**src/scanout.sv**
```systemverilog
`timescale 1ns/10ps

module scanout #(
    parameter int H_RES = 640,
    parameter int V_RES = 480,
    localparam int AW   = $clog2(H_RES * V_RES)
) (
    input  logic          clk,
    input  logic          rst_n,
    input  logic          i_pix_rd,     // One pixel per pulse
    output logic          o_rd_en,
    output logic [AW-1:0] o_rd_addr,
    output logic          o_idx_valid
);

    localparam int DEPTH = H_RES * V_RES;

    logic [AW-1:0] pix_cnt;             // Next pixel in row major order
    logic          frame_end;

    assign frame_end = (pix_cnt == AW'(DEPTH - 1));

    always_ff @(posedge clk or negedge rst_n) begin
        if (!rst_n) begin
            pix_cnt     <= '0;
            o_idx_valid <= 1'b0;
        end else begin
            o_idx_valid <= i_pix_rd;                        // Index comes back next cycle
            if (i_pix_rd) begin
                pix_cnt <= frame_end ? '0 : pix_cnt + 1'b1;
            end
        end
    end

    // Read goes to the frame buffer in the pulse cycle
    assign o_rd_en   = i_pix_rd;
    assign o_rd_addr = pix_cnt;

endmodule

```
**config.mk**
```make
export PLATFORM = sky130hd
export DESIGN_NAME = scanout
export DESIGN_NICKNAME = d
export VERILOG_FILES = /design/src/scanout.sv
export SDC_FILE = /design/constraint.sdc
export NUM_CORES = 1
export LEC_CHECK = 0
export BUFFER_PORTS_ARGS = -buffer_cell sky130_fd_sc_hd__buf_4
export CAP_MARGIN = 30
export CORE_MARGIN = 2
export CORE_UTILIZATION = 48
export CTS_CLUSTER_DIAMETER = 150
export CTS_CLUSTER_SIZE = 24
export DETAILED_ROUTE_END_ITERATION = 16
export PLACE_DENSITY_LB_ADDON = 0.3
export SLEW_MARGIN = 15
export SYNTH_ARGS = -nofsm -noshare
export SYNTH_HDL_FRONTEND = slang
export SYNTH_SLANG_ARGS = --single-unit
```
**constraint.sdc**
```tcl
create_clock -name clk -period 4.65 [get_ports clk]
set_input_delay 0.93 -clock clk [delete_from_list [all_inputs] [get_ports clk]]
set_output_delay 0.93 -clock clk [all_outputs]
set_load 0.05 [all_outputs]
```
# == Word level (Yosys, flattened, before mapping) ==
# Cells that the tools add are included.
# word_totals
out_inout_bits,21
register_bits,20
elab_cells,5
# classes
add_sub_neg,1
eq_ne,1
muxes,1
# ops
operator,n
$add 19x1->19 const B,1
$eq 19x19->1 const B,1
$mux 19,1

# == Longest topological paths before layout ==
# Gate-level depths: netlist (run 1).
# depth
depth_word,2
ltp_mapped,6

# == Worst setup path after synthesis (run 1) ==
# No wires, ideal clock.
# synth_path
kind,input to register
start,input port i_pix_rd
end,register pix_cnt[15] (netlist: o_rd_addr[15])
path_stages,4
setup_slack_ns,2.556
setup_ns,0.078
arrival_time_ns,2.016
n_path_buf,0
cell_sequence,nand4_1 > or4_4 > or3_1 > a21oi_1
# synth_lines
item,line,source
"start, declared",10,"input logic i_pix_rd,"
"end signal, assigned",30,pix_cnt <= frame_end ? '0 : pix_cnt + 1'b1;
"end, declared",18,logic [AW-1:0] pix_cnt;

# == Final worst setup path (run 1) ==
# layout_path
start,input port i_pix_rd
end,output port o_rd_en
# layout_lines
item,line,source
"end, declared",11,"output logic o_rd_en,"
# No word-level cell between the ends.

==> results of run 1 <==
-- power groups by stage --
stage | clock, mW | sequential, mW | combinational (mW)
after floorplan | 0 | 0.309 | 0.0379
after global placement | 0 | 0.234 | 0.165
after detailed placement | 0 | 0.236 | 0.167
after CTS | 0.102 | 0.233 | 0.168
after global routing | 0.112 | 0.239 | 0.175
final | 0.100 | 0.233 | 0.166
-- state kept, by name, summed over array words and instances (netlist names) --
signal and flops:
o_rd_addr 19, o_idx_valid 1
-- logic make-up (layout without fill, tap and decap cells) --
| logic type | after synthesis | after routing | share of synthesized area |
|---|---|---|---|
| XOR/XNOR | 13 | 13 | 0.1174 |
| adder cells (fa/ha/maj) | 1 | 1 | 0.01290 |
| AND/OR/NAND/NOR | 47 | 47 | 0.2697 |
| multiplexers | 2 | 2 | 0.02194 |
| AO/OA/AOI/OAI | 6 | 6 | 0.03742 |
| flip-flops | 20 | 20 | 0.5161 |
| buffers and inverters | 5 | 29 | 0.02451 |
-- area by class of cell --
class / instances / area, µm²
fillers: 168 / 745.7
flip-flops and latches: 20 / 500.5
multi-input cells: 69 / 445.4
repair buffers: 23 / 172.7
clock buffers: 4 / 36.28
well taps: 27 / 33.78
inverters: 2 / 7.507
-- routing by layer --
| layer | wire length, µm | global-route usage |
|---|---|---|
| met5 | 0 | 0 |
| met1 | 854 | 0.2258 |
| met3 | 88 | 0.02761 |
| met4 | 36 | 0.08571 |
| met2 | 912 | 0.3014 |
-- metrics by stage --
step | hold slack (ns) | cells
finish | 0.4742 | 145
floorplan | 0.6344 | 94
global route | 0.4796 | 145
global placement | 0.5288 | 141
CTS | 0.4846 | 145
detailed placement | 0.5357 | 141
-- worst max path at each step --
| stage | depth (start not counted) | startpoint | slack (ns) | endpoint |
|---|---|---|---|---|
| after global routing | 2 | i_pix_rd | 2.41 | o_rd_en |
| final | 2 | i_pix_rd | 2.43 | o_rd_en |
| after detailed placement | 5 | i_pix_rd | 2.32 | o_rd_addr[15] |
| after floorplan | 4 | i_pix_rd | 2.56 | o_rd_addr[15] |
| after CTS | 2 | i_pix_rd | 2.43 | o_rd_en |
| after global placement | 5 | i_pix_rd | 2.39 | o_rd_addr[15] |
-- cells in the final DEF, fill, tap and decap left out, drive strengths merged, types with 2 or more instances in the layout --
master,netlist,layout
xor2,6,6
and3,3,3
buf,2,23
nand4,6,6
xnor2,7,7
nand3,7,7
clkbuf,1,4
nand2,8,8
nand2b,3,3
inv,2,2
dfrtp,20,20
nor3,6,6
o21ai,2,2
nor2,7,7
==> run metrics, run 1 <==
Clock Path Buffers=2; # port buffers=23; CP Max Fanout=13; Final Max Slew Viols=0; outcome=complete, no violations; clk_skew=0.003202 ns; Worst Hold Class=input pin to async pin; Reg power frac=0.467; setup TNS=0 ns; post-CTS setup buffer count=0; Synth Warn #=0; DRT antenna net count=0; Overflow after GRT=0; slowest stage cell, crit path=buf_4; Resized cells post-CTS=0; die width=48.95 µm; worst-path cell chain=buf_4 > buf_4; Seq/Total Area, Yosys=0.5161; Mapped Cells=94; post-synth cell types=30; pwr dens=418.1 nW/µm²; clock share of power=0.201; Fmax=450.2 MHz; initial antenna violation count=0; Clock Pin Slew Worst Setup and Hold Paths=0.11 ns; dpl ws=2.318 ns; placed cell area=1160 µm²; clk_lat worst skew=0.30 ns; TritonCTS clock tree=yes; count of final setup violators=0; top cells by area, synth=dfrtp_1, xnor2_1, xor2_1; critical path type=input pin to primary output; VDD IR max=0.3519 mV; number of synthesized register bits=20; fraction of power consumed by combinational cells=0.332; CP most frequent cell=buf_4; area share of the largest cell type after synthesis=0.5161; Num CTS Buffers=3; DRC viols=0; H-tree levels=1; Via density=5.469; crit start category=input pin; gpl congestion=0.7568; reg-to-reg slack, setup=2.73 ns; Post-synth top flop=dfrtp_1; Int Pwr=0.2954 mW; DP HPWL=1428 µm; final hold violations=0; Core Region=1942 µm²; Leak=0.5649 nW; top-count cell post-synth=dfrtp_1; Synth Area per Inst=10.32 µm²; unrepaired setup endpoints after global routing=no; number of synthesized flops with an enable pin=0; fin worst setup slack=2.429 ns; ys async rst share=1.000; Total Wirelength=1891 µm; first-pass GRT wire length=3256 µm; CP Capture Type=primary output; clk sinks=20; worst reg2reg path depth=4; post-synth net total=98; switching share of total power=0.4093; fin crit share=0.4777; total chip power=0.5001 mW; WL/cell=13.04 µm; Tmin final=2.221 ns; slew margin rel.=0.5744; detailed-route via count=793; GR Util All Layers=0.1792; Nets=123; crit-path leading delay family=buffers and inverters; Crit path largest cell delay=0.21 ns; Worst Path Buf+Inv=2; largest net degree at the start of global routing=21; Req. time, crit path=3.72 ns; area growth from synthesis to layout=23.36%; vias in the first global route=722; proportion of layout cells with a drive suffix above 1=0.2542; worst slew pin tran=0.6326 ns; I/O pin cnt=24; Root Buffer=clkbuf_4; number of cell rows=16; Syn Std Cell Area=969.7 µm²; Synth area leader=dfrtp_1; Die Span Y=48.95 µm; final core occ=0.6160; Iter 0 DRT Violations=9; diode count=0; Die ar.=2396 µm²; WP data arrival=1.29 ns; Hold Buf Count CTS=0; First-pass DRT Iterations=4; starting density of the core=0.4994; Post-synth top cells=dfrtp_1, nand2_1, nand3_1, nor2_1, xnor2_1; reg2reg start=o_rd_addr[14]; post-route cell area=1196 µm²; Max Cap Viol=0; reg-to-reg endpoint=o_rd_addr[11]; net load switching power=0.2047 mW
Note: power is estimated with default switching activity, not from simulation.
==> run 2, diff against run 1 <==
--- a/config.mk
+++ b/config.mk
@@ -5,6 +5,7 @@
 export SDC_FILE = /design/constraint.sdc
 export NUM_CORES = 1
 export LEC_CHECK = 0
+export ABC_AREA = 1
 export BUFFER_PORTS_ARGS = -buffer_cell sky130_fd_sc_hd__buf_4
 export CAP_MARGIN = 30
 export CORE_MARGIN = 2
==> constraint.sdc (replaced) <==
create_clock -name clk -period 2.05 [get_ports clk]
set_input_delay 0.41 -clock clk [delete_from_list [all_inputs] [get_ports clk]]
set_output_delay 0.41 -clock clk [all_outputs]
set_load 0.05 [all_outputs]
==> run 2 against run 1 <==
Synthesized area up 28%. Critical path depth up 6. First-iteration DRC count up 110%. Largest power group unchanged. Sequential share of layout area down 8.1 points. Non-clock buffer count up 1. Final cell count up 57%. Die area up 26%. Synthesized cell count up 83%. Via count up 48%. Hold slack worse by 0.16 ns. Setup slack worse by 1.9 ns.
==> run metrics, run 2 <==
Die Span Y=54.88 µm (+12%); slowest stage cell, crit path=dfrtp_1; Synth area leader=dfrtp_1; area growth from synthesis to layout=19.44%; reg2reg start=o_rd_addr[0]; Hold Buf Count CTS=1 (+1); starting density of the core=0.5061 (+0.006761); Seq/Total Area, Yosys=0.4028 (-0.1133); Mapped Cells=172 (+83%); initial antenna violation count=0 (unchanged); Fmax=644.3 MHz; vias in the first global route=1116 (+55%); Post-synth top cells=nand2_1, nor2_1, inv_1, dfrtp_1, nand3_1; Overflow after GRT=0 (unchanged); Post-synth top flop=dfrtp_1; Max Cap Viol=0 (unchanged); max reg flops=19 (unchanged); fin crit share=0.7572; Top Layer Used=met4; post-synth cell types=21 (-30%); DRC viols=0 (unchanged); worst reg2reg path depth=8 (+4); crit start category=register; top-count cell post-synth=nand2_1; met3 wire len=151 µm (+72%); Worst Hold Class=input pin to register; top cells by area, synth=dfrtp_1, nand2_1, nor2_1; detailed-route via count=1171 (+48%); reg-to-reg endpoint=o_rd_addr[3]; Via density=5.136 (-6.1%); WP data arrival=1.77 ns (+0.48 ns); Total Wirelength=2743 µm (+45%); total chip power=1.200 mW (+140%); slew margin rel.=0.7715 (+0.1971); clk_lat worst skew=0.31 ns (about the same); DP HPWL=2112 µm (+48%); clk_skew=0.002347 ns (-0.0008555 ns); VDD IR max=0.8696 mV (+150%); critical path type=register to register; CP Max Fanout=9 (-4); GR Util All Layers=0.2241 (+0.04484); worst-path cell chain=ha_1 > inv_1 > nor2_1 > nand2_1 > nor2_4 > nand3_4 > nand2_1 > inv_1; Synth Area per Inst=7.224 µm² (-30%); number of synthesized flops with an enable pin=0 (unchanged); area share of the largest cell type after synthesis=0.4028 (-0.1133); WL/cell=12.03 µm (-7.7%); I/O pin cnt=24 (unchanged); first-pass GRT wire length=4788 µm (+47%); count of final setup violators=0 (unchanged); post-CTS setup buffer count=0 (unchanged); worst slew pin tran=0.3415 ns (-0.2911 ns); crit path capture=o_rd_addr[3]; number of synthesized register bits=20 (unchanged); CP startpoint=o_rd_addr[0]; unrepaired setup endpoints after global routing=no; post-synth net total=176 (+80%); Leak=0.7954 nW (+41%); CP Capture Type=register; Clock Path Buffers=2 (unchanged); Die ar.=3011 µm² (+26%); Req. time, crit path=2.26 ns (-1.46 ns); outcome=complete, no violations; met1 WL=1150 µm (+35%); # port buffers=23 (unchanged); Tmin final=1.552 ns; Root Buffer=clkbuf_4; Core Region=2455 µm² (+26%); gpl congestion=0.8666 (+15%); setup TNS=0 ns (unchanged); commonest cells after routing, fill and taps aside=nand2_1, nor2_1, inv_1, buf_4, dfrtp_1; Final Max Slew Viols=0 (unchanged); Nets=203 (+65%); ys async rst share=1.000 (unchanged); Clock Pin Slew Worst Setup and Hold Paths=0.11 ns (about the same); Syn Std Cell Area=1242 µm² (+28%); proportion of layout cells with a drive suffix above 1=0.1970 (-0.05727); die width=54.88 µm (+12%); DRT antenna net count=0 (unchanged); Crit path largest cell delay=0.46 ns (+0.25 ns); H-tree levels=1 (unchanged); clk sinks=20 (unchanged); met2 wire length=1361 µm (+49%); number of cell rows=18 (+2); pwr dens=808.6 nW/µm² (+93%); commonest non-fill, non-tap cell in the layout=nand2_1; First-pass DRT Iterations=4 (unchanged); TritonCTS clock tree=yes; largest net degree at the start of global routing=21 (unchanged); Resized cells post-CTS=0 (unchanged); Iter 0 DRT Violations=19 (+10); final core occ=0.6045 (-0.01149); reg-to-reg slack, setup=0.50 ns (-2.23 ns); Synth Warn #=0 (unchanged); Num CTS Buffers=3 (unchanged); diode count=0 (unchanged); final hold violations=0 (unchanged)
[run 2: worst min path at each step]
stage,start,end,cells after the start
floorplan,rst_n,o_idx_valid,0
global placement,rst_n,o_rd_addr[16],1
detailed placement,rst_n,o_rd_addr[12],1
CTS,i_pix_rd,o_idx_valid,1
global route,i_pix_rd,o_idx_valid,1
finish,i_pix_rd,o_idx_valid,1
[run 2: where the power goes]
part / switching (mW) / internal, mW
logic: 0.319 / 0.128
registers: 0.0771 / 0.443
clock network: 0.125 / 0.109
total: 0.520 / 0.679
[run 2: cell families after synthesis]
group / after synthesis / share of synthesized area
flip-flops: 20 / 0.4028
AO/OA/AOI/OAI: 6 / 0.03121
AND/OR/NAND/NOR: 109 / 0.4169
XOR/XNOR: 6 / 0.04230
buffers and inverters: 30 / 0.09667
adder cells (fa/ha/maj): 1 / 0.01007
[run 2: layer usage]
layer | vias to the layer above | GRT usage
li1 | 581 | -
met1 | 531 | 0.2692
met2 | 49 | 0.3730
met3 | 10 | 0.04645
met4 | 0 | 0.1167
met5 | - | 0
[run 2: area by class of cell]
| cell class | instances | area (µm²) |
|---|---|---|
| multi-input cells | 122 | 621.8 |
| repair buffers | 24 | 182.7 |
| flip-flops and latches | 20 | 500.5 |
| fillers | 231 | 970.9 |
| clock buffers | 4 | 36.28 |
| inverters | 28 | 105.1 |
| well taps | 30 | 37.54 |
[run 2: critical path: cells and delay by family, from the launching register on]
kind / cells / cell delay [ns]
flip-flops: 1 / 0.46
buffers and inverters: 2 / 0.13
AND/OR/NAND/NOR: 5 / 0.63
adder cells (fa/ha/maj): 1 / 0.25
[run 2: stage by stage]
| stage | instance area [µm²] | std cells | worst slack, ns | hold WS [ns] |
|---|---|---|---|---|
| floorplan | 1242 | 172 | 0.3665 | 0.1144 |
| global placement | 1438 | 223 | 0.6506 | 0.3004 |
| detailed placement | 1438 | 223 | 0.5393 | 0.3065 |
| CTS | 1484 | 228 | 0.5100 | 0.2965 |
| global route | 1484 | 228 | 0.3589 | 0.2915 |
| finish | 1484 | 228 | 0.4978 | 0.3113 |
