### config.mk
export PLATFORM = sky130hd
export DESIGN_NAME = palette_regs
export DESIGN_NICKNAME = d
export VERILOG_FILES = /design/src/pru_pkg.sv /design/src/palette_regs.sv
export SDC_FILE = /design/constraint.sdc
export NUM_CORES = 1
export LEC_CHECK = 0
export ABC_AREA = 1
export CAP_MARGIN = 10
export CORE_AREA = 5 5 110 112
export DETAILED_ROUTE_END_ITERATION = 10
export DIE_AREA = 0 0 115 117
export DONT_BUFFER_PORTS = 1
export PLACE_DENSITY = 0.91
export SLEW_MARGIN = 20
export SYNTH_ARGS = -nofsm -noshare
export SYNTH_HDL_FRONTEND = slang
export SYNTH_SLANG_ARGS = --single-unit
### constraint.sdc
create_clock -name clk -period 2.3 [get_ports clk]
set_input_delay 0.115 -clock clk [delete_from_list [all_inputs] [get_ports clk]]
set_output_delay 0.115 -clock clk [all_outputs]
set_load 0.02 [all_outputs]
### src/pru_pkg.sv
package pru_pkg;

    // Coordinate and colour widths
    localparam int X_W   = 10;              // Column coordinate
    localparam int Y_W   = 9;               // Row coordinate
    localparam int PIX_W = 2;               // Colour index per pixel
    localparam int CH_W  = 10;              // One RGB channel

    // Shape select codes
    localparam logic [1:0] SHAPE_RECT   = 2'd0;
    localparam logic [1:0] SHAPE_CIRCLE = 2'd1;
    localparam logic [1:0] SHAPE_SPRITE = 2'd2;
    localparam logic [1:0] SHAPE_CLEAR  = 2'd3;

    // Address of palette entry 0 with the others every 4 bytes
    localparam logic [31:0] PAL_BASE = 32'h0000_4000;

    // Sprite edge length in pixels
    localparam int SPR_SIZE = 32;

endpackage

### src/palette_regs.sv
`timescale 1ns/10ps

module palette_regs (
    input  logic                      clk,
    input  logic                      rst_n,
    input  logic                      i_reg_wr,
    input  logic [31:0]               i_reg_addr,
    input  logic [31:0]               i_reg_data,
    input  logic [pru_pkg::PIX_W-1:0] i_idx,
    input  logic                      i_idx_valid,
    output logic                      o_pix_valid,
    output logic [pru_pkg::CH_W-1:0]  o_red,
    output logic [pru_pkg::CH_W-1:0]  o_green,
    output logic [pru_pkg::CH_W-1:0]  o_blue
);

    localparam int N_PAL = 1 << pru_pkg::PIX_W;
    localparam int CH    = pru_pkg::CH_W;

    // Blue high, green middle, red low
    logic [3*CH-1:0] pal [N_PAL];

    always_ff @(posedge clk or negedge rst_n) begin
        if (!rst_n) begin
            for (int k = 0; k < N_PAL; k++) begin
                pal[k] <= '0;
            end
        end else if (i_reg_wr) begin
            for (int k = 0; k < N_PAL; k++) begin
                // Exact address match only
                if (i_reg_addr == pru_pkg::PAL_BASE + 32'(4 * k)) begin
                    pal[k] <= i_reg_data[3*CH-1:0];
                end
            end
        end
    end

    // One cycle colour lookup
    always_ff @(posedge clk or negedge rst_n) begin
        if (!rst_n) begin
            o_pix_valid <= 1'b0;
            o_red       <= '0;
            o_green     <= '0;
            o_blue      <= '0;
        end else begin
            o_pix_valid <= i_idx_valid;
            if (i_idx_valid) begin
                o_red   <= pal[i_idx][CH-1:0];
                o_green <= pal[i_idx][2*CH-1:CH];
                o_blue  <= pal[i_idx][3*CH-1:2*CH];
            end
        end
    end

endmodule

# --- After elaboration in Yosys (flattened, before gate mapping) ---
# Index checks and enable logic that the tools add are counted.
totals:
  reg_bits: 151
  in_bits: 70
  wordCells: 21
  output_inout_bits: 31
classes:
  reduce_logical: 4
  n_bitwise: 1
  eq_ne: 4
  magnitude_cmp: 1
  n_mux: 3
ops:
  columns: ["cell", "count"]
  rows:
  - ["$eq A32 B15 Y1 const B", 4]
  - ["$bmux W30 S2", 1]
  - ["$mux W30", 2]
  - ["$reduce_and A2 Y1", 4]
  - ["$ge A3 B3 Y1 const B", 1]
  - ["$not A2 Y3", 1]

# --- Logic depth before layout (Yosys ltp) ---
# Gate-level depths: netlist of run 1.
logic_depth:
  ltp_word: 4
  depth_mapped: 9
  depth_no_buf: 8

# --- Worst setup path before layout of run 1 ---
# OpenSTA, ideal clock, no wires.
synth_timing:
  path_type: "input port to flip-flop"
  startpoint: "input i_reg_addr[31]"
  endpoint: "register pal[100] (netlist name)"
  path_slack_ns: 1.280
  arrival_ns: 0.955
  cell_stages: 8
  n_path_buf: 1
  required_time_ns: 2.235
  setup_ns: 0.065
  cell_sequence: "nor2_1 > nand2_1 > nor2_2 > nand2_2 > nor2_4 > buf_6 > nand3_1 > nand2_1"
synth_between:
  elab_chain_cells: 2
synth_rtl:
  columns: ["element", "line_no", "source"]
  rows:
  - ["from (decl)", "palette_regs.sv:7", "input logic [31:0] i_reg_addr,"]
  - ["$eq A32 B15 Y1", "palette_regs.sv:31", "if (i_reg_addr == pru_pkg::PAL_BASE + 32'(4 * k)) begin"]
  - ["$reduce_and A2 Y1 (no source line)", null, null]
  - ["to (signal, indexed assignment)", "palette_regs.sv:32", "pal[k] <= i_reg_data[3*CH-1:0];"]
  - ["to (decl)", "palette_regs.sv:21", "logic [3*CH-1:0] pal [N_PAL];"]
# Every way passes these cells.
# A chain may end at the register's enable or synchronous reset.

# --- Worst setup path in the final report of run 1 ---
layout_timing:
  startpoint: "input i_idx[0] (netlist name)"
  endpoint: "register o_red[6] (netlist name)"
layout_between:
  elab_chain_cells: 4
layout_rtl:
  columns: ["element", "line_no", "source"]
  rows:
  - ["from (decl)", "palette_regs.sv:9", "input logic [pru_pkg::PIX_W-1:0] i_idx,"]
  - ["$not A2 Y3 (implied by the code)", "palette_regs.sv:48", "o_red <= pal[i_idx][CH-1:0];"]
  - ["$bmux W30 S2", "palette_regs.sv:48", null]
  - ["$mux W30 (2 in series)", null, null]
  - ["to (signal assigned)", "palette_regs.sv:48", null]
  - ["to (decl)", "palette_regs.sv:12", "output logic [pru_pkg::CH_W-1:0] o_red,"]
# Every way passes these cells. The select of a mux whose other input is x is not followed.

==> results of run 1 <==
layer usage:
layer | GRT usage, % | vias to the layer above | wire [µm]
met3 | 8.740 | 44 | 1937
met1 | 36.33 | 2995 | 7249
li1 | - | 2879 | -
met4 | 11.89 | 0 | 418
met2 | 46.30 | 361 | 8841
met5 | 0 | - | 0
cells by family (layout without fill, tap and decap cells):
logic type	count (synthesis)	count (layout)	share of synthesized area (%)
flip-flops	151	151	53.84
AND/OR/NAND/NOR	566	566	32.93
other	0	2	0
buffers and inverters	83	100	6.276
AO/OA/AOI/OAI	90	90	6.953
power groups by stage:
| stage | clock [W] | sequential [W] | combinational (W) |
|---|---|---|---|
| 2_1_floorplan | 0 | 0.00285 | 0.000209 |
| 3_3_place_gp | 0 | 0.00287 | 0.000211 |
| 3_5_place_dp | 0 | 0.00287 | 0.000219 |
| 4_1_cts | 0.00290 | 0.00283 | 0.000338 |
| 5_1_grt | 0.00301 | 0.00283 | 0.000379 |
| 6_report | 0.00289 | 0.00283 | 0.000343 |
critical path: cells and delay by family:
family	cells	cell delay, ns
compound gates	2	0.25
simple gates	2	0.25
buf+inv	1	1.23
stage by stage:
stage | hold WS, ns | cell area, µm² | setup slack (ns) | total power, W
final | -0.6187 | 7968 | 0.7985 | 0.006055
after global routing | -0.6313 | 7965 | 0.6587 | 0.006223
after CTS | -0.6229 | 7963 | 0.8102 | 0.006063
after detailed placement | -0.1737 | 6970 | 1.046 | 0.003094
after global placement | -0.1735 | 6970 | 1.070 | 0.003083
after floorplan | -0.1806 | 7018 | 1.280 | 0.003063
final cells by class:
class | instances | area share (%)
well taps | 143 | 2.246
multi-input cells | 656 | 35.22
inverters | 21 | 0.9893
diodes | 2 | 0.06281
flip-flops and latches | 151 | 47.42
clock buffers | 22 | 5.700
repair buffers | 48 | 6.470
clock inverters | 9 | 1.884
final timing paths:
kind | endpoint | slack, ns | cells past startpoint
worst min register to register | pal[60]$_DFFE_PN0P_ | 0.47 | 2
max in group asynchronous | pal[76]$_DFFE_PN0P_ | 2.73 | 0
min in group clk | o_red[0]$_DFFE_PN0P_ | 0.01 | 4
worst max-delay path | o_red[6]$_DFFE_PN0P_ | 0.80 | 5
worst min-delay path | pal[33]$_DFFE_PN0P_ | -0.62 | 0
worst max register to register | o_blue[7]$_DFFE_PN0P_ | 0.92 | 5
state kept, by name, summed over array words and instances (netlist names):
| signal | count |
|---|---|
| pal | 120 |
| o_blue | 10 |
| o_green | 10 |
| o_red | 10 |
| o_pix_valid | 1 |
cell usage after synthesis:
cell type and n:
o21ai_0 55, nand3_1 125, dfrtp_1 151, clkbuf_1 18, inv_1 19, buf_2 31, buf_1 1, nor2_2 4
nor2_4 2, a31oi_1 30, buf_6 12, nor2_1 172, inv_2 2, nand4_1 1, nand2_2 1, nand2_1 261
o21ai_1 5
==> impl_metrics.tcl, run 1 <==
set metrics [dict create \
    seq_area_mm2 0.003779 \
    rr_startpoint "pal[117]$_DFFE_PN0P_" \
    core.rowCount 39 \
    io_pins 101 \
    whs_ns -0.6187 \
    switchingPower_w 0.001382 \
    path_clk_slew_ns 0.06 \
    dp_hpwl_um 9758 \
    track_usage_pct 28.67 \
    ys_warn_count 0 \
    synth_area_per_cell_um2 7.885 \
    clock_sinks 151 \
    synthTopCellsByArea "dfrtp_1 (54%), nand2_1 (14%), nor2_1 (9.2%)" \
    cts_made_buffers 17 \
    power.static_leakage_nw 4.104 \
    crit_start "i_idx[0]" \
    p_comb_share_pct 5.7 \
    cts_root_buf "clkbuf_16" \
    routabilityCongestion 0.7794 \
    cpMaxStageDelayCell "dlygate4sd3_1" \
    min_path_type "in2async" \
    fmax_mhz 666.0 \
    tns_ns 0 \
    worst_pin_slew_ns 1.040 \
    synth_top_cell_area_share_pct 53.84 \
    violations "negative hold slack" \
    fin_cells 1052 \
    status "finished, violations left" \
    die_h_um 117 \
    slew-limit-headroom_pct 30.44 \
    dp.cells 983 \
    initial_core_util_pct 63.08 \
    cp_max_fo 42 \
    worstSkewPairLatency_ns 0.43 \
    grt_start_max_net_pins 152 \
    avgViaCountPerCell 5.969 \
    synth_cell_types 17 \
    finalHoldViolCount 151 \
    required_ns 2.65 \
    internal-power_w 0.004673 \
    fillCellCount 816 \
    final_antenna_net_count 0 \
    arrival_ns 1.85 \
    clk_path_buf_depth 2 \
    ir_worst_vdd_v 0.0005185 \
    power_density_mw_per_mm2 759.9 \
    syn2layout_area_growth_pct 13.53 \
    yosysTopAreaCell "dfrtp_1" \
    first_iter_violations 830 \
    syn_nets 960 \
    critPathCaptureType "flop" \
    synth-seq-cells 151 \
    overflow 0 \
    timing.final.crit_share_pct 65.28 \
    critPathMostFrequentCell "nor2_1" \
    post_cts_buffers 0 \
    crit_chain "dlygate4sd3_1 > nor2_1 > nor2_1 > o21ai_0 > a31oi_1" \
    slew_violations 0 \
    pwr-share-clk_pct 47.7 \
    final_cell_mix "nand2_1 (261), nor2_1 (171), dfrtp_1 (151)" \
    crit_type "in2reg" \
    firstDrtPassIters 5 \
    yosysSeqAreaShare_pct 53.84 \
    syn-cell-area_mm2 0.007018 \
    h-tree-depth 4 \
    drc_errors 0 \
    post_cts_resized 0 \
    wl_um 18450 \
    wl_per_cell_um 17.54 \
    portBuffers 0 \
    coreArea_mm2 0.01113 \
    rsz0062_at_grt "false" \
    via_count 6279 \
    cts_tree "built" \
    maxCapViolations 0 \
    final_common_cell "nand2_1" \
    post-route-util_pct 71.61 \
    final_nets 965 \
    grt_first_pass_wirelength_um 29720 \
    max_stage_delay_ns 1.23 \
    setup_viol 0 \
    syn_inst 890 \
    layout-drive-gt1-share_pct 5.623 \
    grt_antenna_before_repair 1 \
    fin_crit_ns 1.502 \
    crit_path_start_kind "primary input" \
    cts-hold-fix-buffers 36 \
    seqPwrFrac_pct 46.7 \
    multi_input_area_mm2 0.002806 \
    clock_skew_ns 0.007787 \
    fp.dieArea_mm2 0.01346 \
    dieWidth_um 115 \
    first_global_vias 6072 \
    switching_share_pct 22.82 \
]
(Power assumes the default switching activity.)
==> run 2: changes to the inputs <==
- CORE_AREA: 5 5 110 112 -> 5 5 112 114
- DIE_AREA: 0 0 115 117 -> 0 0 117 119
- PLACE_DENSITY: 0.91 -> 0.89
- clock period: 2.3 -> 1.4 ns (I/O delays scaled with it)
==> impl_metrics.tcl, run 2 (synthesized netlist as in run 1, its figures left out) <==
set metrics [dict create \
    status "finished, violations left" \
    violations "negative hold slack" \
    cts-hold-fix-buffers 38 \
    path_clk_slew_ns 0.06 \
    arrival_ns 1.65 \
    slew-limit-headroom_pct 75.79 \
    syn2layout_area_growth_pct 14.42 \
    drc_errors 0 \
    fp.dieArea_mm2 0.01392 \
    path_buf_inv 1 \
    critPathTopFamily "buffers and inverters" \
    ir_worst_vdd_v 0.0009180 \
    power_density_mw_per_mm2 1198 \
    max_stage_delay_ns 0.56 \
    grtUsageMet1_pct 36.69 \
    cts_made_buffers 17 \
    routabilityCongestion 0.7473 \
    clock_skew_ns 0.01225 \
    tns_ns 0 \
    cts_root_buf "clkbuf_16" \
    firstDrtPassIters 7 \
    multi_input_area_mm2 0.002806 \
    cts_tree "built" \
    final_antenna_net_count 0 \
    n_antenna_cell 0 \
    wl_per_cell_um 17.98 \
    cpMaxStageDelayCell "dlygate4sd3_1" \
    crit_type "reg2reg" \
    r2r-end "o_green[3]$_DFFE_PN0P_" \
    first_iter_violations 831 \
    overflow 0 \
    finalHoldViolCount 152 \
    worst_pin_slew_ns 0.3593 \
    critPathCaptureType "flop" \
    final_common_cell "nand2_1" \
    fin_crit_ns 1.344 \
    cp_max_fo 2 \
    rr_startpoint "pal[103]$_DFFE_PN0P_" \
    coreArea_mm2 0.01132 \
    clock_sinks 151 \
    h-tree-depth 4 \
    fmax_mhz 744.2 \
    regMostFlops "pal" \
    grt_first_pass_wirelength_um 31250 \
    worstSkewPairLatency_ns 0.42 \
    reg2reg_depth 5 \
    min_path_type "in2async" \
    crit_chain "nor2_1 > dlygate4sd3_1 > nor2_1 > o21ai_0 > a31oi_1" \
    initial_core_util_pct 61.99 \
    dp.cells 983 \
    critPathMostFrequentCell "nor2_1" \
    r2r_slack_ns 0.06 \
    slew_violations 0 \
    required_ns 1.70 \
    grt_antenna_before_repair 1 \
    post_cts_resized 0 \
    grt_most_used_layer "met2" \
    fin_cells 1050 \
    crit_path_start_kind "flop" \
    die_h_um 119 \
    avgViaCountPerCell 6.051 \
    core.rowCount 39 \
    post_cts_buffers 0 \
    first_global_vias 6396 \
    power.static_leakage_nw 4.129 \
    timing.final.crit_share_pct 95.98 \
    portBuffers 0 \
    maxCapViolations 0 \
    track_usage_pct 28.57 \
    largest_reg_flops 120 \
    clk_path_buf_depth 2 \
    layout-drive-gt1-share_pct 5.954 \
    grt_start_max_net_pins 152 \
    wl_um 18880 \
    rsz0062_at_grt "false" \
    grt_util_met3_pct 8.316 \
    fillCellCount 802 \
    setup_viol 0 \
    seq_area_mm2 0.003779 \
    dieWidth_um 117 \
    final_cell_mix "nand2_1 (261), nor2_1 (171), dfrtp_1 (151)" \
    dp_hpwl_um 9682 \
    final_nets 965 \
    whs_ns -0.6532 \
    via_count 6354 \
    grt.met2_usage_pct 43.88 \
    io_pins 101 \
]
==> run 2: power by group <==
part	internal, W	total [W]	leakage (nW)	switching, W
sequential	0.00445	0.00464	2.05	0.000192
clock	0.00261	0.00436	0.269	0.00176
combinational	0.000235	0.000610	1.81	0.000375
==> run 2: worst reg2reg max path, cell delays in order (launching register included) <==
cell and delay (ns):
dfrtp_1 0.38, nor2_1 0.08, dlygate4sd3_1 0.56, nor2_1 0.04
o21ai_0 0.07, a31oi_1 0.09
==> run 2: routing by layer <==
layer / vias up / part of all wire, %
li1: 2882 / -
met1: 2986 / 38
met2: 397 / 48
met3: 87 / 10
met4: 2 / 3.9
met5: - / 0.037
==> run 2: worst max path at each step <==
stage                         startpoint                     end  slack (ns)  depth (start not counted)
floorplan                 i_reg_addr[31]    pal[100]$_DFFE_PN0P_        0.42                          8
global placement          i_reg_addr[25]     pal[68]$_DFFE_PN0P_        0.27                          8
detailed placement        i_reg_addr[25]     pal[76]$_DFFE_PN0P_        0.20                          8
CTS                 pal[105]$_DFFE_PN0P_  o_green[5]$_DFFE_PN0P_        0.02                          5
global route        pal[103]$_DFFE_PN0P_  o_green[3]$_DFFE_PN0P_        0.01                          5
finish              pal[103]$_DFFE_PN0P_  o_green[3]$_DFFE_PN0P_        0.06                          5
==> run 2: through the flow <==
stage	hold slack (ns)	util, %	worst slack (ns)	instance area, µm²	total power (W)
2_1_floorplan	-0.2256	-	0.4247	7018	0.005031
3_3_place_gp	-0.2200	62.46	0.2661	7071	0.005091
3_5_place_dp	-0.2191	62.46	0.1955	7071	0.005101
4_1_cts	-0.6674	71.11	0.02419	8050	0.009632
5_1_grt	-0.6779	70.93	0.01068	8030	0.009924
6_report	-0.6532	70.93	0.05634	8030	0.009617
==> run 2: final cells by class <==
class                           count  area share [%]
Tap cell                          143           2.228
Sequential cell                   151           47.06
Timing Repair Buffer               48           7.791
Inverter                           21          0.9816
Multi-Input combinational cell    656           34.95
Clock inverter                     12           1.605
Clock buffer                       19           5.391
==> run 3: changes to the inputs <==
- SETUP_SLACK_MARGIN: default -> 0.2
==> impl_metrics.tcl, run 3 (synthesized netlist as in run 1, its figures left out) <==
set metrics [dict create \
    via_count 6226 \
    dieWidth_um 117 \
    reg2reg_depth 4 \
    largest_reg_flops 120 \
    initial_core_util_pct 61.99 \
    p_total_w 0.009505 \
    post_cts_buffers 0 \
    fin_crit_ns 1.016 \
    regMostFlops "pal" \
    power_density_mw_per_mm2 1198 \
    clk_path_buf_depth 2 \
    r2r_slack_ns 0.42 \
    final_cell_mix "nand2_1 (261), nor2_1 (171), dfrtp_1 (151)" \
    worstSkewPairLatency_ns 0.42 \
    io_pins 101 \
    grt_start_max_net_pins 152 \
    status "finished, violations left" \
    firstDrtPassIters 6 \
    path_clk_slew_ns 0.06 \
    first_global_vias 6247 \
    maxCapViolations 0 \
    final_antenna_net_count 0 \
    grt_first_pass_wirelength_um 29880 \
    violations "negative hold slack" \
    wl_per_cell_um 17.22 \
    final_nets 959 \
    syn2layout_area_growth_pct 13.03 \
    tns_ns 0 \
    overflow 0 \
    final_common_cell "nand2_1" \
    track_usage_pct 26.98 \
    cts_root_buf "clkbuf_16" \
    h-tree-depth 4 \
    avgViaCountPerCell 5.964 \
    fmax_mhz 983.8 \
    core.rowCount 39 \
    wl_um 17980 \
    drc_errors 0 \
    timing.final.crit_share_pct 72.61 \
    cts-hold-fix-buffers 30 \
    dp.cells 983 \
    rr_startpoint "pal[59]$_DFFE_PN0P_" \
    place_worst_setup_slack_ns 0.1955 \
    crit_type "reg2out" \
    crit_path_start_kind "flop" \
    arrival_ns 0.95 \
    cp_max_fo 2 \
    fp.dieArea_mm2 0.01392 \
    portBuffers 0 \
    worst_pin_slew_ns 0.3306 \
    cts_tree "built" \
    setup_viol 0 \
    layout-drive-gt1-share_pct 5.660 \
    cts_made_buffers 17 \
    slew_violations 0 \
    finalHoldViolCount 182 \
    fin_cells 1044 \
    critPathCaptureType "output port" \
    clock_sinks 151 \
    min_path_type "in2async" \
    fin_ws_ns 0.3835 \
    power.static_leakage_nw 4.085 \
    grt_antenna_before_repair 0 \
    routabilityCongestion 0.7473 \
    ir_worst_vdd_v 0.0009271 \
    die_h_um 119 \
    dp_hpwl_um 9682 \
    rsz0062_at_grt "false" \
    coreArea_mm2 0.01132 \
    n_antenna_cell 0 \
    required_ns 1.33 \
    post_cts_resized 0 \
    fillCellCount 814 \
    slew-limit-headroom_pct 77.93 \
    r2r-end "o_blue[9]$_DFFE_PN0P_" \
    clock_skew_ns 0.009919 \
    whs_ns -0.6584 \
    first_iter_violations 826 \
]
-- run 3: metrics by stage --
step / utilization, % / instance area [µm²]
2_1_floorplan: - / 7018
3_3_place_gp: 62.46 / 7071
3_5_place_dp: 62.46 / 7071
4_1_cts: 70.07 / 7933
5_1_grt: 70.07 / 7933
6_report: 70.07 / 7933
-- run 3: final cells by class --
cell class	count	area, µm²	share of cell area (%)
inverters	21	78.83	0.9937
flip-flops and latches	151	3779	47.63
multi-input cells	656	2806	35.38
clock buffers	19	432.9	5.457
well taps	143	178.9	2.256
repair buffers	42	528.0	6.656
clock inverters	12	128.9	1.625
-- run 3: where the power goes --
group	switching, W	internal [W]
Combinational	0.000291	0.000212
Sequential	0.000189	0.00445
Clock	0.00175	0.00260
Total	0.00224	0.00727
-- run 3: worst max-delay path by stage --
stage                      endpoint  depth (start not counted)  slack, ns                    from
2_1_floorplan  pal[100]$_DFFE_PN0P_                          8       0.42          i_reg_addr[31]
3_3_place_gp    pal[68]$_DFFE_PN0P_                          8       0.27          i_reg_addr[25]
3_5_place_dp    pal[76]$_DFFE_PN0P_                          8       0.20          i_reg_addr[25]
4_1_cts                  o_green[7]                          0       0.37  o_green[7]$_DFFE_PN0P_
5_1_grt                  o_green[7]                          0       0.36  o_green[7]$_DFFE_PN0P_
6_report                 o_green[7]                          0       0.38  o_green[7]$_DFFE_PN0P_
-- run 3: layer usage --
layer	GRT usage (%)	share of wire, %	vias to the layer above
met4	10.82	3.4	0
met5	0	0	-
met3	8.164	9.5	64
li1	-	-	2865
met2	41.61	47	379
met1	35.70	40	2918
