$ cat config.mk
export PLATFORM = sky130hd
export DESIGN_NAME = shape_raster_flat
export DESIGN_NICKNAME = d
export VERILOG_FILES = /design/src/pru_pkg.sv /design/src/pix_wr_if.sv /design/src/shape_raster.sv /design/src/flat_wrapper.sv
export SDC_FILE = /design/constraint.sdc
export NUM_CORES = 1
export LEC_CHECK = 0
export BUFFER_PORTS_ARGS = -buffer_cell sky130_fd_sc_hd__buf_2
export CORE_ASPECT_RATIO = 1.4
export CORE_MARGIN = 4
export CORE_UTILIZATION = 47
export DETAILED_ROUTE_END_ITERATION = 10
export PLACE_DENSITY = 0.7
export SLEW_MARGIN = 40
export SYNTH_ARGS = -nofsm -noshare
export SYNTH_HDL_FRONTEND = slang
export SYNTH_SLANG_ARGS = --single-unit
$ cat constraint.sdc
create_clock -name clk -period 26.3 [get_ports clk]
set_input_delay 1.315 -clock clk [delete_from_list [all_inputs] [get_ports clk]]
set_output_delay 1.315 -clock clk [all_outputs]
set_load 0.02 [all_outputs]
$ cat src/pru_pkg.sv
package pru_pkg;

    // Coordinate and colour widths
    localparam int X_W   = 10;              // Column coordinate
    localparam int Y_W   = 9;               // Row coordinate
    localparam int PIX_W = 2;               // Colour index per pixel
    localparam int CH_W  = 10;              // One RGB channel

    // Shape select codes
    localparam logic [1:0] SHAPE_RECT   = 2'd0;
    localparam logic [1:0] SHAPE_CIRCLE = 2'd1;
    localparam logic [1:0] SHAPE_SPRITE = 2'd2;
    localparam logic [1:0] SHAPE_CLEAR  = 2'd3;

    // Address of palette entry 0 with the others every 4 bytes
    localparam logic [31:0] PAL_BASE = 32'h0000_4000;

    // Sprite edge length in pixels
    localparam int SPR_SIZE = 32;

endpackage

$ cat src/pix_wr_if.sv
`timescale 1ns/10ps

interface pix_wr_if;

    logic                      we;      // Write this cycle
    logic [pru_pkg::X_W-1:0]   x;
    logic [pru_pkg::Y_W-1:0]   y;
    logic [pru_pkg::PIX_W-1:0] idx;     // Colour index to store

    // Rasterizer side
    modport src (output we, x, y, idx);

    // Frame buffer side
    modport dst (input we, x, y, idx);

endinterface

$ cat src/shape_raster.sv
`timescale 1ns/10ps

module shape_raster #(
    parameter int H_RES = 640,
    parameter int V_RES = 480
) (
    input  logic                      clk,
    input  logic                      rst_n,
    input  logic                      i_start,
    input  logic [1:0]                i_shape,
    input  logic [pru_pkg::PIX_W-1:0] i_idx,
    input  logic [pru_pkg::X_W-1:0]   i_col,
    input  logic [pru_pkg::Y_W-1:0]   i_row,
    input  logic [pru_pkg::X_W-1:0]   i_width,
    input  logic [pru_pkg::Y_W-1:0]   i_height_radius,
    output logic [9:0]                o_spr_addr,
    input  logic                      i_spr_bit,
    output logic                      o_busy,
    output logic                      o_done,
    pix_wr_if.src                     wr
);

    localparam int CW     = pru_pkg::X_W + 3;              // Signed column width
    localparam int RW     = pru_pkg::Y_W + 3;              // Signed row width
    localparam int DW     = 2 * CW + 1;                    // Squared distance
    localparam int SPR_AW = $clog2(pru_pkg::SPR_SIZE);

    localparam logic [1:0] ST_IDLE  = 2'd0;
    localparam logic [1:0] ST_DRAW  = 2'd1;
    localparam logic [1:0] ST_FLUSH = 2'd2;                // Last write leaves the pipe
    localparam logic [1:0] ST_DONE  = 2'd3;

    logic [1:0] state;

    logic signed [CW-1:0] col_s, wid_s, rad_x;
    logic signed [RW-1:0] row_s, hgt_s, rad_y;
    logic signed [CW-1:0] nx_lo, nx_hi;
    logic signed [RW-1:0] ny_lo, ny_hi;

    // Drawing latched at start
    logic [1:0]                shape_q;
    logic [pru_pkg::PIX_W-1:0] idx_q;
    logic [pru_pkg::Y_W-1:0]   rad_q;
    logic signed [CW-1:0]      cx_q, x_lo, x_hi, x_cur, sx;
    logic signed [RW-1:0]      cy_q, y_lo, y_hi, y_cur, sy;

    logic signed [CW-1:0] dx;
    logic signed [RW-1:0] dy;
    logic signed [DW-1:0] dist_sq, rad_sq;
    logic                 on_screen, in_circle, hit, last_col, last_pos;

    // Position stage waiting for the sprite ROM bit
    logic                      p_valid, p_hit, p_spr;
    logic [pru_pkg::X_W-1:0]   p_x;
    logic [pru_pkg::Y_W-1:0]   p_y;

    assign col_s = $signed({3'b000, i_col});
    assign wid_s = $signed({3'b000, i_width});
    assign rad_x = $signed({{(CW - pru_pkg::Y_W){1'b0}}, i_height_radius});
    assign row_s = $signed({3'b000, i_row});
    assign hgt_s = $signed({3'b000, i_height_radius});
    assign rad_y = hgt_s;

    // Bounding box of the requested shape
    always_comb begin
        nx_lo = col_s;
        ny_lo = row_s;
        nx_hi = col_s + wid_s - CW'(1);
        ny_hi = row_s + hgt_s - RW'(1);
        case (i_shape)
            pru_pkg::SHAPE_CIRCLE: begin
                nx_lo = col_s - rad_x;                      // May go negative
                nx_hi = col_s + rad_x;
                ny_lo = row_s - rad_y;
                ny_hi = row_s + rad_y;
            end
            pru_pkg::SHAPE_SPRITE: begin
                nx_hi = col_s + CW'(pru_pkg::SPR_SIZE - 1);
                ny_hi = row_s + RW'(pru_pkg::SPR_SIZE - 1);
            end
            pru_pkg::SHAPE_CLEAR: begin
                nx_lo = '0;
                ny_lo = '0;
                nx_hi = CW'(H_RES - 1);
                ny_hi = RW'(V_RES - 1);
            end
            default: begin
            end
        endcase
    end

    // Per position decision
    assign dx        = x_cur - cx_q;
    assign dy        = y_cur - cy_q;
    assign dist_sq   = dx * dx + dy * dy;
    assign rad_sq    = $signed({1'b0, rad_q}) * $signed({1'b0, rad_q});
    assign in_circle = (dist_sq <= rad_sq);
    assign on_screen = (x_cur >= 0) && (x_cur < CW'(H_RES)) &&
                       (y_cur >= 0) && (y_cur < RW'(V_RES));
    assign hit       = on_screen && ((shape_q != pru_pkg::SHAPE_CIRCLE) || in_circle);
    assign last_col  = (x_cur == x_hi);
    assign last_pos  = last_col && (y_cur == y_hi);

    // Row major bit index inside the sprite
    assign sx         = x_cur - x_lo;
    assign sy         = y_cur - y_lo;
    assign o_spr_addr = {sy[SPR_AW-1:0], sx[SPR_AW-1:0]};

    always_ff @(posedge clk or negedge rst_n) begin
        if (!rst_n) begin
            state   <= ST_IDLE;
            p_valid <= 1'b0;
        end else begin
            p_valid <= (state == ST_DRAW);
            case (state)
                ST_IDLE: begin
                    if (i_start) begin
                        // Empty box skips straight to the end
                        state <= (nx_hi < nx_lo || ny_hi < ny_lo) ? ST_FLUSH : ST_DRAW;
                    end
                end
                ST_DRAW: begin
                    if (last_pos) state <= ST_FLUSH;
                end
                ST_FLUSH: state <= ST_DONE;
                default: begin
                    if (!i_start) state <= ST_IDLE;       // Hold done until start drops
                end
            endcase
        end
    end

    always_ff @(posedge clk) begin
        if (state == ST_IDLE && i_start) begin
            shape_q <= i_shape;
            idx_q   <= (i_shape == pru_pkg::SHAPE_CLEAR) ? '0 : i_idx;
            rad_q   <= i_height_radius;
            cx_q    <= col_s;
            cy_q    <= row_s;
            x_lo    <= nx_lo;
            x_hi    <= nx_hi;
            y_lo    <= ny_lo;
            y_hi    <= ny_hi;
            x_cur   <= nx_lo;
            y_cur   <= ny_lo;
        end else if (state == ST_DRAW) begin
            if (last_col) begin                             // Column fastest
                x_cur <= x_lo;
                y_cur <= y_cur + RW'(1);
            end else begin
                x_cur <= x_cur + CW'(1);
            end
        end
        p_hit <= hit;
        p_spr <= (shape_q == pru_pkg::SHAPE_SPRITE);
        p_x   <= x_cur[pru_pkg::X_W-1:0];
        p_y   <= y_cur[pru_pkg::Y_W-1:0];
    end

    // Sprite bit arrives together with the staged position
    assign wr.we  = p_valid && p_hit && (!p_spr || i_spr_bit);
    assign wr.x   = p_x;
    assign wr.y   = p_y;
    assign wr.idx = idx_q;

    assign o_busy = (state == ST_DRAW) || (state == ST_FLUSH);
    assign o_done = (state == ST_DONE);

endmodule

$ cat src/flat_wrapper.sv
// flat-port wrapper written by rule: the top's interface ports become plain ports
module shape_raster_flat 
#(
    parameter int H_RES = 640,
    parameter int V_RES = 480
)
  (clk, rst_n, i_start, i_shape, i_idx, i_col, i_row, i_width, i_height_radius, o_spr_addr, i_spr_bit, o_busy, o_done, wr_we, wr_x, wr_y, wr_idx);
  pix_wr_if wr_i ();
  input  logic clk;
  input  logic rst_n;
  input  logic i_start;
  input  logic [1:0] i_shape;
  input  logic [pru_pkg::PIX_W-1:0] i_idx;
  input  logic [pru_pkg::X_W-1:0] i_col;
  input  logic [pru_pkg::Y_W-1:0] i_row;
  input  logic [pru_pkg::X_W-1:0] i_width;
  input  logic [pru_pkg::Y_W-1:0] i_height_radius;
  output logic [9:0] o_spr_addr;
  input  logic i_spr_bit;
  output logic o_busy;
  output logic o_done;
  output wire logic [$bits(wr_i.we)-1:0] wr_we;
  output wire logic [$bits(wr_i.x)-1:0] wr_x;
  output wire logic [$bits(wr_i.y)-1:0] wr_y;
  output wire logic [$bits(wr_i.idx)-1:0] wr_idx;
  assign wr_we = wr_i.we;
  assign wr_x = wr_i.x;
  assign wr_y = wr_i.y;
  assign wr_idx = wr_i.idx;
  shape_raster #(.H_RES(H_RES), .V_RES(V_RES)) u_core (.clk(clk), .rst_n(rst_n), .i_start(i_start), .i_shape(i_shape), .i_idx(i_idx), .i_col(i_col), .i_row(i_row), .i_width(i_width), .i_height_radius(i_height_radius), .o_spr_addr(o_spr_addr), .i_spr_bit(i_spr_bit), .o_busy(o_busy), .o_done(o_done), .wr(wr_i));
endmodule
[Yosys cells after proc, flatten, opt, wreduce, memory -nomap -nowiden]
Cells that the tools add are included.
Word-level totals
  bits in registers: 124
  bits of input ports: 46
  output and inout port bits: 34
  word-level logic and storage cells: 89
Operators by class
  $add $sub $neg: 16
  $mul: 3
  $lt $le $gt $ge: 7
  eq/ne operators: 13
  muxes and demuxes: 15
  reduce and logical (&&, ||, !) cells: 18
Operators by type and width (count)
  two-way mux 13 bit: 3
  case mux 13 bit (3 select lines): 1
  two-way mux 12 bit: 3
  case mux 12 bit (3 select lines): 1
  adder 27 bit: 1
  less-or-equal comparator 27 bit: 1
  multiplier 13 x 13 -> 26 bit: 1
  case mux 13 bit (2 select lines): 1
  multiplier 12 x 12 -> 24 bit: 1
  case mux 12 bit (2 select lines): 1
  multiplier 9 x 9 -> 18 bit: 1
  adder 13 x 2 -> 13 bit, second input constant: 1
  == test 13 bit: 1
  >= comparator 13 x 1 -> 1 bit, second input constant: 1
  < comparator 13 x 11 -> 1 bit, second input constant: 1
  < comparator 13 bit: 1
  subtractor 13 x 11 -> 13 bit: 1
  subtractor 13 x 2 -> 13 bit, second input constant: 1
  adder 12 x 2 -> 12 bit, second input constant: 1
  == test 12 bit: 1
  >= comparator 12 x 1 -> 1 bit, second input constant: 1
  < comparator 12 x 10 -> 1 bit, second input constant: 1
  < comparator 12 bit: 1
  subtractor 12 x 10 -> 12 bit: 1
  23 further kinds: 44

[Longest topological paths before layout]
Gate-level depths: netlist of the first run.
  depth in word-level cells: 8
  gate-level depth with buffers: 47
  mapped depth without buffers: 46

[Worst setup path before layout of the first run]
OpenSTA, ideal clock, no wires.
  path type: reg-to-reg
  from: register u_core.x_cur[0]
  to: register u_core.p_hit
  library setup time: 88 ps
  data arrival time: 9730 ps
  data required time: 26212 ps
  slack: 16482 ps
  cell stages (with the launch flop): 47
  path buffers: 1
  period minus slack after synthesis: 9818 ps
  cell sequence: edfxtp_1 -> inv_1 -> ha_1 -> fa_1 -> nor2b_1 -> o21ai_1 -> a21boi_1 -> o21ai_1 -> a21boi_1 -> o21ai_1 -> a21boi_1 -> o21ai_0 -> and3_1 -> or2_1 -> clkbuf_1 -> inv_2 -> nor2_1 -> ha_1 -> [11 not listed] -> nor2_1 -> a21oi_1 -> a21o_1 -> a21oi_1 -> xnor2_1 -> ha_1 -> and2_1 -> and4_1 -> a22oi_1 -> nand2b_1 -> xor2_1 -> ha_1 -> nand3_1 -> or4_1 -> a211oi_1 -> nand4_1 -> a21o_1 -> o32ai_2
Between the ends
  cells in the longest elaborated chain, start to end: 6
  elaborated cells on any way between the ends: 11
  classes of those cells: add/sub (2); mul (1); order compare (3); reduce/logical (5)
RTL lines
  from (decl): RTL line shape_raster.sv:44  | logic signed [CW-1:0] cx_q, x_lo, x_hi, x_cur, sx;
  from (signal assigned): RTL line shape_raster.sv:144  | x_cur <= nx_lo;
  from (signal assigned): RTL line shape_raster.sv:148  | x_cur <= x_lo;
  from (signal assigned): RTL line shape_raster.sv:151  | x_cur <= x_cur + CW'(1);
  subtractor 13 x 11 -> 13 bit: RTL line shape_raster.sv:93  | assign dx = x_cur - cx_q;
  multiplier 13 x 13 -> 26 bit: RTL line shape_raster.sv:95  | assign dist_sq = dx * dx + dy * dy;
  adder 27 bit: RTL line shape_raster.sv:95
  less-or-equal comparator 27 bit: RTL line shape_raster.sv:97  | assign in_circle = (dist_sq <= rad_sq);
  logical OR 1 bit: RTL line shape_raster.sv:100  | assign hit = on_screen && ((shape_q != pru_pkg::SHAPE_CIRCLE) || in_circle);
  logical AND 1 bit (*): RTL line shape_raster.sv:100
  named net u_core.hit: RTL line shape_raster.sv:50  | logic on_screen, in_circle, hit, last_col, last_pos;
  to (signal assigned): RTL line shape_raster.sv:154  | p_hit <= hit;
  to (decl): RTL line shape_raster.sv:53  | logic p_valid, p_hit, p_spr;
Mark *: on every way through the listed nets, which the timed path passes. The rest lies on a longest branch.
A chain may end at the register's enable or synchronous reset.

[Worst setup path after layout of the first run]
Ends and elaborated chain as after synthesis.

==> flow_metrics.tcl, run 1 <==
set metrics [dict create \
    syn_nets 3214 \
    grt_util_met1_pct 23.34 \
    relSlewSlack_pct 46.52 \
    routed_wl_um 54470 \
    finalHoldViolCount 0 \
    status "finished, final reports clean" \
    arrival_ps 11240 \
    finalSetupViolations 0 \
    ctsRootBufferMaster "clkbuf_16" \
    ff2ff_path_depth 37 \
    worstSetupPathType "flip-flop to flip-flop" \
    antenna_found_initial 0 \
    port_buffers 79 \
    slowest_delay_ps 880 \
    die_y_um 270.0 \
    worst_pin_slew_ps 799.3 \
    fill_cells 4471 \
    critPathLaunchType "flip-flop" \
    drc_errors 0 \
    grt_pass1_vias 19050 \
    grt_use_met2_pct 40.77 \
    ys_seq_area_share_pct 14.92 \
    cpMaxStageDelayCell "fa_1" \
    seq_area_sq_mm 0.003438 \
    worst_ep_required_time_ps 26640 \
    gp_congestion 0.9385 \
    regToRegEndpoint "u_core.p_hit$_DFF_P_" \
    busiest_layer "met2" \
    final_common_cell "inv_1" \
    crit_path_max_fanout 18 \
    ys_ff_latch 122 \
    min_path_cells 1 \
    period_share_pct 41.45 \
    hold_buffers 0 \
    r2r_start "u_core.x_cur[0]$_DFFE_PP_" \
    synth_top_flop_cell "edfxtp_1" \
    drt_iter0_drc 791 \
    areaGrowthSynthToFinish_pct 7.478 \
    setup_tns_ps 0 \
    synth_cell_types 72 \
    drt-pass1-iter-count 7 \
    initial_core_util_pct 47.74 \
    cts_tree "built" \
    crit_path_frequent_cell "fa_1" \
    grt_max_degree 42 \
    holdCritPathClass "flip-flop to flip-flop" \
    cts_num_sinks 122 \
    die-area_sq_mm 0.05267 \
    drv_slew 0 \
    clk_latency_ps 420 \
    grt_pass1_wl_um 92420 \
    ys_warn_count 0 \
    cts_setup_buffers 0 \
    crit_path_end_kind "flip-flop" \
    cts_made_buffers 17 \
    viasPerCell 5.364 \
    die_w_um 195.1 \
    num_vias 17487 \
    multi_input_area_sq_mm 0.01743 \
    netlist_area_sq_mm 0.02304 \
    ant_nets 0 \
    cts_max_level 4 \
    syn_inst 2552 \
    cts.clk_slew.worst_paths_ps 60 \
    globalRouteOverflowTotal 0 \
    finalCriticalPeriod_ps 10900 \
    drv_cap 0 \
    ff2ff_setup_slack_ps 15400 \
    drive_gt1_share_pct 6.048 \
    fmax_mhz 91.74 \
    synth_edf_count 98 \
    io_pins 80 \
    grt_usage_pct 21.25 \
    clock_path_buffers 2 \
    layout_common_cells "inv_1 (520), fa_1 (310), ha_1 (306), nand2_1 (185), nor2_1 (171)" \
    hold_start "u_core.shape_q[0]$_DFFE_PP_" \
    fin_nets 3278 \
    ys_async_sr_fraction_pct 2.459 \
    cts_resized 0 \
    grtUsageMet3_pct 1.522 \
    coreArea_sq_mm 0.04826 \
    clock_skew_ps 9.270 \
    rsz0062_at_grt "false" \
    dpl.hpwl_um 46870 \
    whs_endpoint "u_core.p_spr$_DFF_P_" \
    avgSynthCellArea_sq_um 9.028 \
    wl_per_cell_um 16.71 \
    num_rows 95 \
]
[routing by layer]
metal,share of wire [%],vias up
met4,5.4,0
met3,2.7,139
met5,0,-
li1,-,8367
met1,37,8609
met2,54,372
[flip-flops by register name (all words and copies together), names as in the netlist, 5 cells and up]
name and count:
u_core.cx_q 10, u_core.cy_q 9, u_core.rad_q 9, u_core.wr.x 10, u_core.wr.y 9, u_core.x_cur 13, u_core.x_hi 13, u_core.x_lo 11
u_core.y_cur 12, u_core.y_hi 12, u_core.y_lo 5
[through the flow]
stage          utilization, %  setup slack, ps  hold slack [ps]  cell area, sq um  cells
2_1_floorplan               -            16480            374.6             23040   2552
3_3_place_gp            50.03            15770            420.5             24140   3227
3_5_place_dp            50.05            15470            430.2             24160   3227
4_1_cts                 51.30            15440            437.0             24760   3259
5_1_grt                 51.30            14730            444.3             24760   3259
6_report                51.31            15400            440.2             24760   3260
[synthesized netlist by cell type (all sizes together) (23+ instances only)]
cell type / instances / area, sq um
edfxtp: 98 / 2943
xnor2: 153 / 1340
ha: 306 / 3829
o21ai: 95 / 475.5
nor3: 23 / 115.1
nand2b: 34 / 212.7
a21oi: 136 / 684.4
nand3: 32 / 160.2
nand2: 185 / 694.4
xor2: 55 / 481.7
nor2: 173 / 649.4
and2: 42 / 262.8
o21bai: 26 / 195.2
clkbuf: 44 / 165.2
fa: 310 / 6206
a21o: 49 / 367.9
inv: 530 / 1989
[how the worst max path moves through the flow]
stage | startpoint | depth (start not counted) | endpoint | slack [ps]
final | u_core.x_cur[0]$_DFFE_PP_ | 37 | u_core.p_hit$_DFF_P_ | 15400
after CTS | u_core.x_cur[0]$_DFFE_PP_ | 37 | u_core.p_hit$_DFF_P_ | 15440
after detailed placement | u_core.x_cur[0]$_DFFE_PP_ | 37 | u_core.p_hit$_DFF_P_ | 15470
after global placement | u_core.x_cur[0]$_DFFE_PP_ | 43 | u_core.p_hit$_DFF_P_ | 15770
after floorplan | u_core.x_cur[0]$_DFFE_PP_ | 46 | u_core.p_hit$_DFF_P_ | 16480
after global routing | u_core.x_cur[0]$_DFFE_PP_ | 37 | u_core.p_hit$_DFF_P_ | 14730
[critical path: cells and delay by family, from the launching register on]
kind	cells	cell delay (ps)
buf+inv	4	840
compound gates	13	2500
xor+xnor	2	390
simple gates	7	1720
fa+ha+maj	11	4890
flops	1	450
[logic make-up (layout without fill, tap and decap cells)]
logic type | Yosys count | in the layout | share of synthesized area (%)
flip-flops | 122 | 122 | 14.92
adder cells (fa/ha/maj) | 616 | 616 | 43.56
XOR/XNOR | 208 | 208 | 7.907
multiplexers | 7 | 7 | 0.3096
AO/OA/AOI/OAI | 421 | 421 | 11.59
buffers and inverters | 581 | 658 | 9.466
AND/OR/NAND/NOR | 597 | 597 | 12.25
other | 0 | 1 | 0
[area by class of cell]
type	count	area share [%]
diodes	1	0.01011
multi-input cells	1849	70.40
clock inverters	14	0.6973
well taps	630	3.183
flip-flops and latches	122	13.89
repair buffers	92	1.991
inverters	534	8.100
clock buffers	18	1.733
Power of run 1 is left out: the tool's default activity adds up to more than one toggle a clock period on the data nets, which glitch-free logic cannot reach.
==> run 2: changes to the inputs <==
ABC_AREA = 1   (was default)
clock period = 10.7 ns   (was 26.3 ns; I/O delays follow)
==> run 2 against run 1 <==
- synthesized cell count increased by 22%
- clock-buffer cell count is 1 lower
- non-clock buffer count shrank 5
- worst setup slack worse by 14000 ps
- flip-flop and latch count unchanged
- critical path depth rose by 8
- cell area up 4.9%
- largest cell class unchanged
==> flow_metrics.tcl, run 2 <==
set metrics [dict create \
    cts_resized 0 \
    syn_inst 3108 \
    arrival_ps 9810 \
    final_common_cell "inv_1" \
    drive_gt1_share_pct 5.779 \
    worst_pin_slew_ps 830.4 \
    num_vias 19530 \
    synthTopCellsByArea "fa_1 (25%), ha_1 (16%), edfxtp_1 (12%)" \
    cts_num_sinks 122 \
    die_y_um 277.4 \
    ant_nets 0 \
    synth_top_cell_area_share_pct 25.47 \
    syn_nets 3770 \
    peakVddDrop_v 0.0001117 \
    drv_slew 0 \
    ys_ff_latch 122 \
    coreArea_sq_mm 0.05113 \
    power_leakage_nw 13.91 \
    antenna_found_initial 0 \
    clk_latency_ps 420 \
    drv_cap 0 \
    power_mw 1.310 \
    dpl_cell_area_sq_mm 0.02540 \
    slowest_delay_ps 550 \
    crit_path_frequent_cell "inv_1" \
    drc_errors 0 \
    status "finished, final reports clean" \
    gp_congestion 0.9872 \
    synth_edf_count 98 \
    ys_warn_count 0 \
    die_w_um 200.4 \
    grt_pass1_vias 20269 \
    yosysMostFrequentCell "inv_1" \
    finalHoldViolCount 0 \
    layout_common_cells "inv_1 (765), nand2_1 (592), fa_1 (310), ha_1 (306), nor2_1 (233)" \
    clock_skew_ps 7.613 \
    fmax_mhz 105.8 \
    finalCriticalPeriod_ps 9454 \
    drt_iter0_drc 905 \
    port_buffers 79 \
    dpl.hpwl_um 50730 \
    routed_wl_um 58560 \
    initial_core_util_pct 47.65 \
    cts.clk_slew.worst_paths_ps 60 \
    pwr_density_cell_mw_per_mm2 50.46 \
    ctsRootBufferMaster "clkbuf_16" \
    io_pins 80 \
    cp_top_family "adder cells" \
    grt_pass1_wl_um 97780 \
    clock_path_buffers 2 \
    critical_path_buf_inv_count 11 \
    crit_path_end_kind "flip-flop" \
    ys_seq_area_share_pct 14.11 \
    avgSynthCellArea_sq_um 7.839 \
    ys_async_sr_fraction_pct 2.459 \
    yosys-top-cells-count "inv_1 (766), nand2_1 (592), fa_1 (310)" \
    netlist_area_sq_mm 0.02436 \
    rsz0062_at_grt "false" \
    areaGrowthSynthToFinish_pct 6.569 \
    wl_per_cell_um 15.27 \
    cts_made_buffers 17 \
    cts_max_level 4 \
    setup_tns_ps 0 \
    cts_tree "built" \
    die-area_sq_mm 0.05559 \
    holdCritPathClass "primary input to flip-flop" \
    fin_nets 3833 \
    synth_cell_types 64 \
    cpMaxStageDelayCell "fa_1" \
    worstSetupPathType "flip-flop to flip-flop" \
    grt_usage_pct 21.46 \
    worst_ep_required_time_ps 11050 \
    period_share_pct 88.35 \
    fin_area_sq_mm 0.02596 \
    finalSetupViolations 0 \
    drt-pass1-iter-count 5 \
    crit_path_max_fanout 10 \
    num_rows 98 \
    critPathLaunchType "flip-flop" \
    viasPerCell 5.094 \
    relSlewSlack_pct 44.59 \
    synth_top_flop_cell "edfxtp_1" \
    grt_max_degree 63 \
    reg.largest.list "u_core.x_cur (13), u_core.x_hi (13)" \
    synth.largest_area_cell "fa_1" \
    globalRouteOverflowTotal 0 \
    diodes 0 \
]
run 2: cell types whose count changed in the layout (fill, tap and decap cells not counted), moves of 20 or more:
| cell | change |
|---|---|
| a21o_1 | -37 |
| and2_1 | -40 |
| inv_1 | +245 |
| nand2_1 | +407 |
| nand2b_1 | -32 |
| nand3_1 | +70 |
| nand4_1 | +20 |
| nor2_1 | +62 |
| nor2b_1 | -21 |
| o21ai_0 | +36 |
| xnor2_1 | -95 |
| xor2_1 | +28 |
run 2: cell families (layout without fill, tap and decap cells):
family                     count (synthesis)  after routing  synth area share [%]
adders and majority gates                616            616                 41.19
DFF                                      122            122                 14.11
buffers and inverters                    825            901                 12.99
muxes                                      2              2               0.09244
AOI/OAI and AO/OA                        354            354                 8.233
xor gates and xnor gates                 147            147                 5.501
and+or+nand+nor                         1042           1042                 17.88
run 2: layer usage:
| metal | GRT usage (%) | wire [um] | up-vias |
|---|---|---|---|
| met1 | 23.11 | 21740 | 9217 |
| met2 | 41.76 | 31590 | 445 |
| li1 | - | - | 9708 |
| met4 | 10.56 | 3325 | 0 |
| met3 | 1.812 | 1917 | 160 |
| met5 | 0 | 0 | - |
run 2: power by group:
| part | leakage [nW] | internal, mW | switching (mW) |
|---|---|---|---|
| sequential | 1.04 | 0.514 | 0 |
| combinational | 12.6 | 0.0890 | 0.165 |
| clock | 0.269 | 0.318 | 0.224 |
| total | 13.9 | 0.921 | 0.389 |
run 2: metrics by stage:
stage / setup slack (ps) / cells / util, % / hold slack, ps
finish: 1246 / 3834 / 50.78 / 341.3
global route: 384.0 / 3834 / 50.78 / 330.3
CTS: 1278 / 3834 / 50.78 / 327.5
detailed placement: 1322 / 3801 / 49.68 / 341.8
global placement: 1413 / 3801 / 49.68 / 337.7
floorplan: 2337 / 3108 / - / 239.4
run 2: final timing paths:
kind	startpoint	end	slack, ps	cells after the start
max	u_core.x_cur[0]$_DFFE_PP_	u_core.p_hit$_DFF_P_	1250	45
min	i_height_radius[7]	u_core.rad_q[7]$_DFFE_PP_	340	1
max reg2reg	u_core.x_cur[0]$_DFFE_PP_	u_core.p_hit$_DFF_P_	1250	45
min reg2reg	u_core.shape_q[0]$_DFFE_PP_	u_core.p_spr$_DFF_P_	430	1
max in group asynchronous	rst_n	u_core.p_valid$_DFF_PN0_	10140	2
min in group asynchronous	rst_n	u_core.state[1]$_DFFE_PN0P_	440	2
run 2: final cells by class:
cell class,count,area (sq um)
sequential,122,3438
multi-input combinational,2161,17760
clock inverter,15,125.1
inverter,782,2944
timing repair buffer,87,457.9
fill,4911,25170
clock buffer,17,425.4
tap,650,813.3
run 2: what timing repair did:
| action | in CTS | in global routing |
|---|---|---|
| setup buffers | 0 | 0 |
| setup endpoints to repair | 0 | 0 |
| hold endpoints to repair | 3 | 0 |
| hold buffers | 1 | 0 |
No activity file was read; power rests on OpenSTA's default activity.
